==> src/cpu_defines.svh <==
// global sizes and constants for the pipeline, included by the RTL files and the testbench
`ifndef CPU_DEFINES_SVH
`define CPU_DEFINES_SVH

// data and address width
`define WORD_W 32

// register file size, register 0 reads zero
`define REG_N 32
`define REG_AW ($clog2(`REG_N))

// first fetch address after reset
`define RESET_PC 32'h0000_0000
`define HALT_OP 6'h3f

`endif

==> src/cpu_pkg.sv <==
// types shared by the pipeline stages: opcodes, function codes, ALU ops and stage registers
`include "cpu_defines.svh"

package cpu_pkg;

    typedef enum logic [5:0] {
        OP_RTYPE = 6'h00,
        OP_J     = 6'h02,
        OP_BEQ   = 6'h04,
        OP_BNE   = 6'h05,
        OP_ADDIU = 6'h09,
        OP_SLTI  = 6'h0a,
        OP_ANDI  = 6'h0c,
        OP_ORI   = 6'h0d,
        OP_LUI   = 6'h0f,
        OP_LW    = 6'h23,
        OP_SW    = 6'h2b,
        OP_HALT  = `HALT_OP
    } opcode_t;

    typedef enum logic [5:0] {
        FN_ADDU = 6'h21,
        FN_SUBU = 6'h23,
        FN_AND  = 6'h24,
        FN_OR   = 6'h25,
        FN_XOR  = 6'h26,
        FN_SLT  = 6'h2a,
        FN_SLTU = 6'h2b
    } funct_t;

    typedef enum logic [3:0] {
        ALU_ADD, ALU_SUB, ALU_AND, ALU_OR, ALU_XOR, ALU_SLT, ALU_SLTU, ALU_LUI
    } aluop_t;

    typedef enum logic [1:0] {
        FWD_NONE, FWD_EX, FWD_WB
    } fwd_sel_t;

    // decode register, read by execute
    typedef struct packed {
        logic valid;
        logic [`WORD_W-1:0] pc, npc, port_a, port_b, imm_ext;
        logic [`REG_AW-1:0] rs, rt, rw;
        aluop_t aluop;
        logic alu_src, dren, dwen, reg_wen, mem_to_reg;
        logic beq, bne, jump;
        logic [`WORD_W-1:0] jump_addr;
        logic halt;
    } decode_t;

    // execute register, read by the memory stage
    typedef struct packed {
        logic valid;
        logic [`WORD_W-1:0] port_o, store_data;
        logic [`REG_AW-1:0] rw;
        logic dren, dwen, reg_wen, mem_to_reg, halt;
    } execute_t;

    // writeback register, feeds the register file and forwarding
    typedef struct packed {
        logic valid;
        logic [`REG_AW-1:0] rw;
        logic reg_wen;
        logic [`WORD_W-1:0] wdata;
        logic halt;
    } memory_t;

endpackage

==> src/cpu_if.sv <==
// ALU and execute-stage interfaces that link the pipeline blocks inside the CPU
`include "cpu_defines.svh"

interface alu_if;
    cpu_pkg::aluop_t aluop;
    logic [`WORD_W-1:0] porta, portb, oport;
    logic zero, negative, overflow;

    modport alu (input aluop, porta, portb, output oport, zero, negative, overflow);
endinterface

interface execute_if;
    cpu_pkg::decode_t decode_p;
    cpu_pkg::execute_t execute_p;
    cpu_pkg::memory_t memory_p;
    cpu_pkg::fwd_sel_t fwd_a, fwd_b;
    logic [`WORD_W-1:0] fw_execute_data, fw_writeback_data;
    logic [`WORD_W-1:0] branch_target;
    logic freeze, flush, branch_taken;
    logic ihit, dhit;

    modport de (input ihit, freeze, flush, output decode_p);
    modport ex (input decode_p, fwd_a, fwd_b, fw_execute_data, fw_writeback_data,
                input ihit, dhit, freeze,
                output execute_p, branch_taken, branch_target);
    modport mem (input execute_p, ihit, dhit,
                 output memory_p, fw_execute_data, fw_writeback_data);
    modport haz (input decode_p, execute_p, memory_p, dhit, branch_taken,
                 output fwd_a, fwd_b, freeze, flush);
endinterface

==> src/alu.sv <==
// combinational ALU used by the execute stage, with zero, negative and overflow flags
`include "cpu_defines.svh"

module alu (
    alu_if.alu aluif
);
    localparam int MSB = `WORD_W - 1;

    always_comb begin
        aluif.oport = '0;
        aluif.overflow = 1'b0;
        case (aluif.aluop)
            cpu_pkg::ALU_ADD: begin
                aluif.oport = aluif.porta + aluif.portb;
                // same input signs, different result sign
                aluif.overflow = (aluif.porta[MSB] == aluif.portb[MSB]) &&
                                 (aluif.oport[MSB] != aluif.porta[MSB]);
            end
            cpu_pkg::ALU_SUB: begin
                aluif.oport = aluif.porta - aluif.portb;
                aluif.overflow = (aluif.porta[MSB] != aluif.portb[MSB]) &&
                                 (aluif.oport[MSB] != aluif.porta[MSB]);
            end
            cpu_pkg::ALU_AND: aluif.oport = aluif.porta & aluif.portb;
            cpu_pkg::ALU_OR:  aluif.oport = aluif.porta | aluif.portb;
            cpu_pkg::ALU_XOR: aluif.oport = aluif.porta ^ aluif.portb;
            cpu_pkg::ALU_SLT:
                aluif.oport = {{MSB{1'b0}}, $signed(aluif.porta) < $signed(aluif.portb)};
            cpu_pkg::ALU_SLTU:
                aluif.oport = {{MSB{1'b0}}, aluif.porta < aluif.portb};
            // immediate goes to the upper half
            cpu_pkg::ALU_LUI: aluif.oport = {aluif.portb[15:0], 16'h0000};
            default: aluif.oport = '0;
        endcase
    end

    assign aluif.zero = (aluif.oport == '0);
    assign aluif.negative = aluif.oport[MSB];

endmodule

==> src/fetch_stage.sv <==
// fetch stage: program counter, instruction request and the fetch pipeline register
`include "cpu_defines.svh"

module fetch_stage (
    input  logic CLK, nRST,
    input  logic ihit, freeze, flush, halt, branch_taken,
    input  logic [`WORD_W-1:0] branch_target,
    input  logic [`WORD_W-1:0] iload,
    output logic [`WORD_W-1:0] iaddr,
    output logic iren,
    output logic [`WORD_W-1:0] fetch_instr, fetch_pc,
    output logic fetch_valid
);
    logic [`WORD_W-1:0] pc;
    logic advance;

    assign advance = ihit & ~freeze & ~halt;
    assign iaddr = pc;
    assign iren = ~halt;

    always_ff @(posedge CLK, negedge nRST) begin
        if (!nRST) begin
            pc <= `RESET_PC;
            fetch_instr <= '0;
            fetch_pc <= '0;
            fetch_valid <= 1'b0;
        end else if (advance) begin
            pc <= branch_taken ? branch_target : pc + `WORD_W'(4);
            // squash the wrong-path word on a redirect
            fetch_instr <= flush ? '0 : iload;
            fetch_pc <= flush ? '0 : pc;
            fetch_valid <= ~flush;
        end
    end

endmodule

==> src/decode_stage.sv <==
// decode stage: control decoder, register file, immediate extension and the decode register
`include "cpu_defines.svh"

module decode_stage (
    input  logic CLK, nRST,
    input  logic [`WORD_W-1:0] fetch_instr, fetch_pc,
    input  logic fetch_valid,
    execute_if.de exif,
    input  cpu_pkg::memory_t wb
);
    logic [`WORD_W-1:0] regs [`REG_N];
    logic [`WORD_W-1:0] rd_a, rd_b;
    logic [`WORD_W-1:0] held_a, held_b;
    logic [`REG_AW-1:0] rs, rt, rd;
    logic [15:0] imm;
    logic zext;
    cpu_pkg::decode_t nxt;

    assign rs = fetch_instr[25:21];
    assign rt = fetch_instr[20:16];
    assign rd = fetch_instr[15:11];
    assign imm = fetch_instr[15:0];

    // written on the falling edge so this cycle's writeback is read back in time
    always_ff @(negedge CLK) begin
        if (wb.valid && wb.reg_wen && wb.rw != '0) begin
            regs[wb.rw] <= wb.wdata;
        end
    end

    assign rd_a = (rs == '0) ? '0 : regs[rs];
    assign rd_b = (rt == '0) ? '0 : regs[rt];

    // sources of a held instruction, an older result may retire while it waits
    assign held_a = (exif.decode_p.rs == '0) ? '0 : regs[exif.decode_p.rs];
    assign held_b = (exif.decode_p.rt == '0) ? '0 : regs[exif.decode_p.rt];

    always_comb begin
        nxt = '0;
        zext = 1'b0;
        nxt.valid = fetch_valid;
        nxt.pc = fetch_pc;
        nxt.npc = fetch_pc + `WORD_W'(4);
        nxt.port_a = rd_a;
        nxt.port_b = rd_b;
        nxt.rs = rs;
        nxt.rt = rt;
        nxt.jump_addr = {nxt.npc[`WORD_W-1 -: 4], fetch_instr[25:0], 2'b00};
        nxt.aluop = cpu_pkg::ALU_ADD;
        case (cpu_pkg::opcode_t'(fetch_instr[31:26]))
            cpu_pkg::OP_RTYPE: begin
                nxt.rw = rd;
                nxt.reg_wen = 1'b1;
                case (cpu_pkg::funct_t'(fetch_instr[5:0]))
                    cpu_pkg::FN_ADDU: nxt.aluop = cpu_pkg::ALU_ADD;
                    cpu_pkg::FN_SUBU: nxt.aluop = cpu_pkg::ALU_SUB;
                    cpu_pkg::FN_AND:  nxt.aluop = cpu_pkg::ALU_AND;
                    cpu_pkg::FN_OR:   nxt.aluop = cpu_pkg::ALU_OR;
                    cpu_pkg::FN_XOR:  nxt.aluop = cpu_pkg::ALU_XOR;
                    cpu_pkg::FN_SLT:  nxt.aluop = cpu_pkg::ALU_SLT;
                    cpu_pkg::FN_SLTU: nxt.aluop = cpu_pkg::ALU_SLTU;
                    // unknown funct acts as a nop
                    default: nxt.reg_wen = 1'b0;
                endcase
            end
            cpu_pkg::OP_ADDIU, cpu_pkg::OP_SLTI, cpu_pkg::OP_ANDI,
            cpu_pkg::OP_ORI, cpu_pkg::OP_LUI: begin
                nxt.rw = rt;
                nxt.reg_wen = 1'b1;
                nxt.alu_src = 1'b1;
                case (cpu_pkg::opcode_t'(fetch_instr[31:26]))
                    cpu_pkg::OP_SLTI: nxt.aluop = cpu_pkg::ALU_SLT;
                    cpu_pkg::OP_ANDI: nxt.aluop = cpu_pkg::ALU_AND;
                    cpu_pkg::OP_ORI:  nxt.aluop = cpu_pkg::ALU_OR;
                    cpu_pkg::OP_LUI:  nxt.aluop = cpu_pkg::ALU_LUI;
                    default:          nxt.aluop = cpu_pkg::ALU_ADD;
                endcase
                zext = (fetch_instr[31:26] == cpu_pkg::OP_ANDI) ||
                       (fetch_instr[31:26] == cpu_pkg::OP_ORI);
            end
            cpu_pkg::OP_LW: begin
                nxt.rw = rt;
                nxt.reg_wen = 1'b1;
                nxt.alu_src = 1'b1;
                nxt.dren = 1'b1;
                nxt.mem_to_reg = 1'b1;
            end
            cpu_pkg::OP_SW: begin
                nxt.alu_src = 1'b1;
                nxt.dwen = 1'b1;
            end
            // compare by subtraction, execute looks at the zero flag
            cpu_pkg::OP_BEQ: begin
                nxt.aluop = cpu_pkg::ALU_SUB;
                nxt.beq = 1'b1;
            end
            cpu_pkg::OP_BNE: begin
                nxt.aluop = cpu_pkg::ALU_SUB;
                nxt.bne = 1'b1;
            end
            cpu_pkg::OP_J:    nxt.jump = 1'b1;
            cpu_pkg::OP_HALT: nxt.halt = 1'b1;
            default: ;
        endcase
        nxt.imm_ext = zext ? {16'h0000, imm} : {{16{imm[15]}}, imm};
        if (!fetch_valid) begin
            nxt = '0;
        end
    end

    always_ff @(posedge CLK, negedge nRST) begin
        if (!nRST) begin
            exif.decode_p <= '0;
        end else if (exif.ihit && !exif.freeze) begin
            exif.decode_p <= exif.flush ? '0 : nxt;
        end else begin
            exif.decode_p.port_a <= held_a;
            exif.decode_p.port_b <= held_b;
        end
    end

endmodule

==> src/execute_stage.sv <==
// execute stage: operand forwarding, ALU, branch and jump resolution and the execute register
`include "cpu_defines.svh"

module execute_stage (
    input logic CLK, nRST,
    execute_if.ex exif
);
    logic [`WORD_W-1:0] opa, opb;
    logic mem_ready;
    cpu_pkg::execute_t nxt;

    alu_if aluif ();
    alu u_alu (.aluif(aluif));

    always_comb begin
        case (exif.fwd_a)
            cpu_pkg::FWD_EX: opa = exif.fw_execute_data;
            cpu_pkg::FWD_WB: opa = exif.fw_writeback_data;
            default:         opa = exif.decode_p.port_a;
        endcase
        case (exif.fwd_b)
            cpu_pkg::FWD_EX: opb = exif.fw_execute_data;
            cpu_pkg::FWD_WB: opb = exif.fw_writeback_data;
            default:         opb = exif.decode_p.port_b;
        endcase
    end

    assign aluif.aluop = exif.decode_p.aluop;
    assign aluif.porta = opa;
    // immediate wins over any forwarded value
    assign aluif.portb = exif.decode_p.alu_src ? exif.decode_p.imm_ext : opb;

    assign exif.branch_target = exif.decode_p.jump ? exif.decode_p.jump_addr :
        exif.decode_p.npc + {exif.decode_p.imm_ext[`WORD_W-3:0], 2'b00};
    assign exif.branch_taken = exif.decode_p.valid &
        ((exif.decode_p.beq & aluif.zero) | (exif.decode_p.bne & ~aluif.zero) |
         exif.decode_p.jump);

    always_comb begin
        nxt.valid = exif.decode_p.valid;
        nxt.port_o = aluif.oport;
        nxt.store_data = opb;
        nxt.rw = exif.decode_p.rw;
        nxt.dren = exif.decode_p.dren;
        nxt.dwen = exif.decode_p.dwen;
        nxt.reg_wen = exif.decode_p.reg_wen;
        nxt.mem_to_reg = exif.decode_p.mem_to_reg;
        nxt.halt = exif.decode_p.halt;
    end

    // the access in the memory stage is finished or there is none
    assign mem_ready = exif.dhit | ~(exif.execute_p.dren | exif.execute_p.dwen);

    always_ff @(posedge CLK, negedge nRST) begin
        if (!nRST) begin
            exif.execute_p <= '0;
        end else if (exif.ihit) begin
            if (!exif.freeze) begin
                exif.execute_p <= nxt;
            end else if (mem_ready) begin
                // load-use stall, bubble behind the load
                exif.execute_p <= '0;
            end
        end
    end

endmodule

==> src/memory_stage.sv <==
// memory stage: data-memory request, result select, writeback register and halt flag
`include "cpu_defines.svh"

module memory_stage (
    input  logic CLK, nRST,
    execute_if.mem exif,
    input  logic [`WORD_W-1:0] dload,
    output logic [`WORD_W-1:0] daddr, dstore,
    output logic dren, dwen,
    output cpu_pkg::memory_t wb,
    output logic halt
);
    logic halted;
    logic mem_ready;

    // request held from the execute register until dhit, nothing after halt
    assign daddr = exif.execute_p.port_o;
    assign dstore = exif.execute_p.store_data;
    assign dren = exif.execute_p.dren & ~halt;
    assign dwen = exif.execute_p.dwen & ~halt;
    assign mem_ready = exif.dhit | ~(exif.execute_p.dren | exif.execute_p.dwen);

    always_ff @(posedge CLK, negedge nRST) begin
        if (!nRST) begin
            wb <= '0;
        end else if (exif.ihit && mem_ready) begin
            wb.valid <= exif.execute_p.valid;
            wb.rw <= exif.execute_p.rw;
            wb.reg_wen <= exif.execute_p.reg_wen;
            wb.halt <= exif.execute_p.halt;
            wb.wdata <= exif.execute_p.mem_to_reg ? dload : exif.execute_p.port_o;
        end
    end

    // sticky once a HALT has been written back
    always_ff @(posedge CLK, negedge nRST) begin
        if (!nRST) begin
            halted <= 1'b0;
        end else if (wb.valid && wb.halt) begin
            halted <= 1'b1;
        end
    end

    assign halt = halted | (wb.valid & wb.halt);

    assign exif.memory_p = wb;
    assign exif.fw_execute_data = exif.execute_p.port_o;
    assign exif.fw_writeback_data = wb.wdata;

endmodule

==> src/hazard_unit.sv <==
// hazard unit: forwarding selects, load-use and data-wait freeze, and branch flush
`include "cpu_defines.svh"

module hazard_unit (
    execute_if.haz exif
);
    logic load_use;
    logic mem_wait;

    // newest producer first, register 0 never forwards
    function automatic cpu_pkg::fwd_sel_t pick(
        input logic [`REG_AW-1:0] src,
        input cpu_pkg::execute_t ex,
        input cpu_pkg::memory_t mw
    );
        if (src == '0) begin
            return cpu_pkg::FWD_NONE;
        end
        if (ex.valid && ex.reg_wen && ex.rw == src) begin
            return cpu_pkg::FWD_EX;
        end
        if (mw.valid && mw.reg_wen && mw.rw == src) begin
            return cpu_pkg::FWD_WB;
        end
        return cpu_pkg::FWD_NONE;
    endfunction

    assign exif.fwd_a = pick(exif.decode_p.rs, exif.execute_p, exif.memory_p);
    assign exif.fwd_b = pick(exif.decode_p.rt, exif.execute_p, exif.memory_p);

    // loaded value is not ready until the load reaches writeback
    assign load_use = exif.decode_p.valid && exif.execute_p.valid &&
                      exif.execute_p.dren && exif.execute_p.reg_wen &&
                      exif.execute_p.rw != '0 &&
                      (exif.execute_p.rw == exif.decode_p.rs ||
                       exif.execute_p.rw == exif.decode_p.rt);

    assign mem_wait = (exif.execute_p.dren | exif.execute_p.dwen) & ~exif.dhit;

    assign exif.freeze = load_use | mem_wait;
    assign exif.flush = exif.branch_taken;

endmodule

==> src/cpu_pipeline.sv <==
// CPU top level: connects the five pipeline stages to the instruction and data memory ports
`include "cpu_defines.svh"

module cpu_pipeline (
    input  logic CLK, nRST,
    output logic [`WORD_W-1:0] iaddr,
    output logic iren,
    input  logic [`WORD_W-1:0] iload,
    input  logic ihit,
    output logic [`WORD_W-1:0] daddr, dstore,
    output logic dren, dwen,
    input  logic [`WORD_W-1:0] dload,
    input  logic dhit,
    output logic halt
);
    logic [`WORD_W-1:0] fetch_instr, fetch_pc;
    logic fetch_valid;
    cpu_pkg::memory_t wb;

    execute_if exif ();

    assign exif.ihit = ihit;
    assign exif.dhit = dhit;

    fetch_stage u_fetch (
        .CLK, .nRST,
        .ihit,
        .freeze(exif.freeze),
        .flush(exif.flush),
        .halt,
        .branch_taken(exif.branch_taken),
        .branch_target(exif.branch_target),
        .iload,
        .iaddr, .iren,
        .fetch_instr, .fetch_pc, .fetch_valid
    );

    decode_stage u_decode (
        .CLK, .nRST,
        .fetch_instr, .fetch_pc, .fetch_valid,
        .exif(exif),
        .wb
    );

    execute_stage u_execute (.CLK, .nRST, .exif(exif));

    memory_stage u_memory (
        .CLK, .nRST,
        .exif(exif),
        .dload,
        .daddr, .dstore, .dren, .dwen,
        .wb,
        .halt
    );

    hazard_unit u_hazard (.exif(exif));

endmodule

==> config.mk <==
export PLATFORM = sky130hd
export DESIGN_NAME = cpu_pipeline
export DESIGN_NICKNAME = d
export VERILOG_FILES = /design/src/cpu_pkg.sv /design/src/cpu_if.sv /design/src/alu.sv /design/src/fetch_stage.sv /design/src/decode_stage.sv /design/src/execute_stage.sv /design/src/memory_stage.sv /design/src/hazard_unit.sv /design/src/cpu_pipeline.sv
export VERILOG_INCLUDE_DIRS = /design/src
export SDC_FILE = /design/constraint.sdc
export NUM_CORES = 2
export LEC_CHECK = 0
export ABC_AREA = 0
export BUFFER_PORTS_ARGS = -buffer_cell sky130_fd_sc_hd__clkbuf_2
export CAP_MARGIN = 20
export CORE_ASPECT_RATIO = 0.5
export CORE_MARGIN = 1.5
export CORE_UTILIZATION = 35
export CTS_CLUSTER_SIZE = 16
export DETAILED_ROUTE_END_ITERATION = 10
export PLACE_DENSITY = 0.57
export SLEW_MARGIN = 20
export SYNTH_ARGS = -nofsm -noshare
export SYNTH_HDL_FRONTEND = slang
export SYNTH_SLANG_ARGS = --single-unit
==> constraint.sdc <==
create_clock -name CLK -period 8.3 [get_ports CLK]
set_input_delay 0.83 -clock CLK [delete_from_list [all_inputs] [get_ports CLK]]
set_output_delay 0.83 -clock CLK [all_outputs]
set_load 0.02 [all_outputs]
==> run metrics <==
most frequent cells in the layout mux4_2, inv_1, edfxtp_1; Placed Area 0.0925 mm^2; Adder-Cell Fraction of Synth Area 0.0203; Crit path max-delay family simple AND/OR/NAND/NOR gates; Crit Path Class register to register; Die Ht 355 um; CTS Root Cell clkbuf_16; mux cell area share after synthesis 0.358; Cell variety after synth 103; # DRC 1; fraction of layout cells with a size suffix above 1 0.305; Required @ worst endpoint 9030 ps; IO Port Bufs 167; GR Util met3 0.0835; max-slew violations 0; unrepaired setup endpoints after global routing false; Buffers & Inverters on Critical Path 9; DR vias/cell 6.35; Setup crit start u_decode.exif.decode_p[53]; Seq/Total Area, Yosys 0.455; core box area 0.247 mm^2; Rel. slew slack 0.204; main flop type after synthesis edfxtp_1; slowest stage delay, CP 570 ps; Gate Count Post-Synth 5712; Inst Count DP 8897; Crit-path slowest cell or4_1; outcome complete, but fails checks; ys async rst share 0.256; Global Route Usage Sum 0.257; final core occ 0.412; Finish-stage setup viols 0; Compound-Gate Fraction of Synth Area 0.0733; setup ws final 234 ps; post-route antenna net violation count 0; vias in the first global route 63500; global-route wire length before repair 466000 um; setup TNS 0 ps; #FFs+latches synth 1376; CTS Buf Count 158; clk sink count 1376; Power Density 330 mW/mm^2; routing usage on met1 0.347; HP Class input pin to asynchronous set/reset pin; simple-gate share of the synthesized area 0.0499; Post-DP HPWL 200000 um; gr ovfl total 0; antenna violations before repair 18; vias 64800; reg2reg start u_decode.exif.decode_p[53]; DR iter-0 viols 9238; postcts setup bufs 0; Final Hold Fails 14; Tightest Pin Transition 1190 ps; drt wl/cell 32.4 um; Synth top area share 0.354; mapped cell area 0.0869 mm^2; pre-CTS setup slack 219 ps; Pre-Repair DR Iteration Count 9; top post-synthesis cells by area edfxtp_1, mux4_2, dfrtp_1; FILL cells 22800; fmax 124 MHz; maxcap violations 0; synth warn 0; Synth-to-Final Area Change 17.1%; met2 usage in global routing 0.379; Fin Clk Skew 88.1 ps; Hold-fix buffers, CTS 0; failing checks DRC, hold timing; Yosys top cell by area edfxtp_1; layer with the highest usage met2; final non-filler cell total 10200; post-route design area 0.102 mm^2; Worst-Skew Late Latency 880 ps; Final period util 0.972; Hold Slack -30.6 ps; R2R setup slack 230 ps; die width 707 um; TritonCTS clock tree yes; starting density of the core 0.352; Clock Tree Buf Depth 4; Worst Setup Start Kind register; Ports 168; number of core rows 129; Final GP Congestion 0.965; most common cell after layout, fill and taps aside mux4_2; Final #Nets 7013; Arr. time, crit path 8790 ps; CP endpoint kind register; VDD IR-drop max 0.000228 V; die area 0.251 mm^2; Period minus WS final 8070 ps; Syn Area/Cell 15.2 um^2; final WL 331000 um; CTS H-tree lvls 4; largest family of logic cells by synthesized area multiplexers; Pleak 38.2 nW; Top cell by count, worst path buf_4; largest net degree at the start of global routing 137; Post-Synth XOR/XNOR Area 0.00988; Reg clk slew, reported paths 60 ps; crit path max fanout 24; number of synthesized flops with an enable pin 1024
logic make-up after synthesis:
logic type	count (synthesis)
compound gates	963
flops	1376
buf+inv	692
simple gates	943
other cells	1
xor+xnor	98
mux	1500
fa+ha+maj	139
power by group:
| group | switching (mW) | internal (mW) |
|---|---|---|
| Combinational | 8.11 | 5.99 |
| Clock | 4.45 | 4.90 |
| Sequential | 1.46 | 8.66 |
| Total | 14.0 | 19.5 |
layer usage:
layer / part of all wire / routed length (um) / vias to the layer above
li1: - / - / 25900
met1: 0.38 / 126000 / 33700
met2: 0.44 / 146000 / 4417
met3: 0.13 / 42500 / 759
met4: 0.048 / 15700 / 12
met5: 0.00024 / 80 / -
final cells by class:
type                       instances  area [um^2]  area share
antenna                            3         7.51   0.0000738
clock buffer                     198         4440      0.0437
clock inverter                  1107         4660      0.0458
inverter                         122          458     0.00450
multi-input combinational       3675        44800       0.441
sequential                      1376        39600       0.390
tap                             3275         4100      0.0403
timing repair buffer             449         3540      0.0348
path summary, 6_finish.rpt:
| kind | end | cells after the start |
|---|---|---|
| hold reg to reg | u_memory.halted | 1 |
| setup / recovery | u_decode.exif.decode_p[122] | 32 |
| min in group CLK | u_fetch.fetch_instr[18] | 3 |
| hold / removal | u_execute.exif.execute_p[30] | 1 |
| max in group asynchronous | u_memory.exif.fw_writeback_data[3] | 3 |
| setup reg to reg | u_decode.exif.decode_p[122] | 32 |
timing repair:
item,in CTS,in global routing
setup endpoints to repair,0,198
endpoints found under the hold margin,0,0
resized for setup,0,4
sequential cells by signal, indices dropped and copies added, names as in the netlist:
| name | cells |
|---|---|
| u_memory.exif.memory_p | 8 |
| u_decode.exif.decode_p | 140 |
| u_fetch.iaddr | 32 |
| u_memory.exif.fw_writeback_data | 32 |
| u_fetch.fetch_pc | 32 |
| u_memory.halted | 1 |
| u_fetch.fetch_instr | 32 |
| u_fetch.fetch_valid | 1 |
| u_decode.regs | 1024 |
| u_execute.exif.execute_p | 74 |
stage by stage:
| step | power (mW) | hold slack, ps |
|---|---|---|
| after floorplan | 19.5 | 430 |
| after global placement | 24.7 | 440 |
| after detailed placement | 24.7 | 447 |
| after CTS | 33.3 | 199 |
| after global routing | 35.0 | 2.49 |
| final | 33.6 | -30.6 |
synth_stat cells (11+ instances only):
| master | n |
|---|---|
| o211ai_1 | 25 |
| o21a_1 | 23 |
| mux4_2 | 1281 |
| nor2b_1 | 30 |
| or3_1 | 14 |
| nand3_1 | 55 |
| nor2_1 | 186 |
| clkbuf_1 | 343 |
| buf_1 | 128 |
| mux2_2 | 19 |
| o21bai_1 | 14 |
| a21oi_1 | 119 |
| o21ai_0 | 333 |
| o21ai_1 | 18 |
| a31oi_1 | 13 |
| buf_2 | 30 |
| xor2_1 | 56 |
| nand4_1 | 28 |
| and3_1 | 20 |
| mux2i_1 | 200 |
| nor3_1 | 51 |
| dfrtp_1 | 352 |
| xnor2_1 | 42 |
| o31ai_1 | 22 |
| nand2b_1 | 25 |
| edfxtp_1 | 1024 |
| and2_1 | 14 |
| a221o_1 | 30 |
| o22ai_1 | 83 |
| a2111oi_0 | 11 |
| inv_1 | 120 |
| ha_1 | 136 |
| nand2_1 | 434 |
| a22oi_1 | 43 |
| a211oi_1 | 27 |
| nor4_1 | 22 |
| buf_4 | 64 |
| a22o_1 | 65 |
| a21o_1 | 27 |
| or2_2 | 12 |
Note: power is estimated with default switching activity, not from simulation.
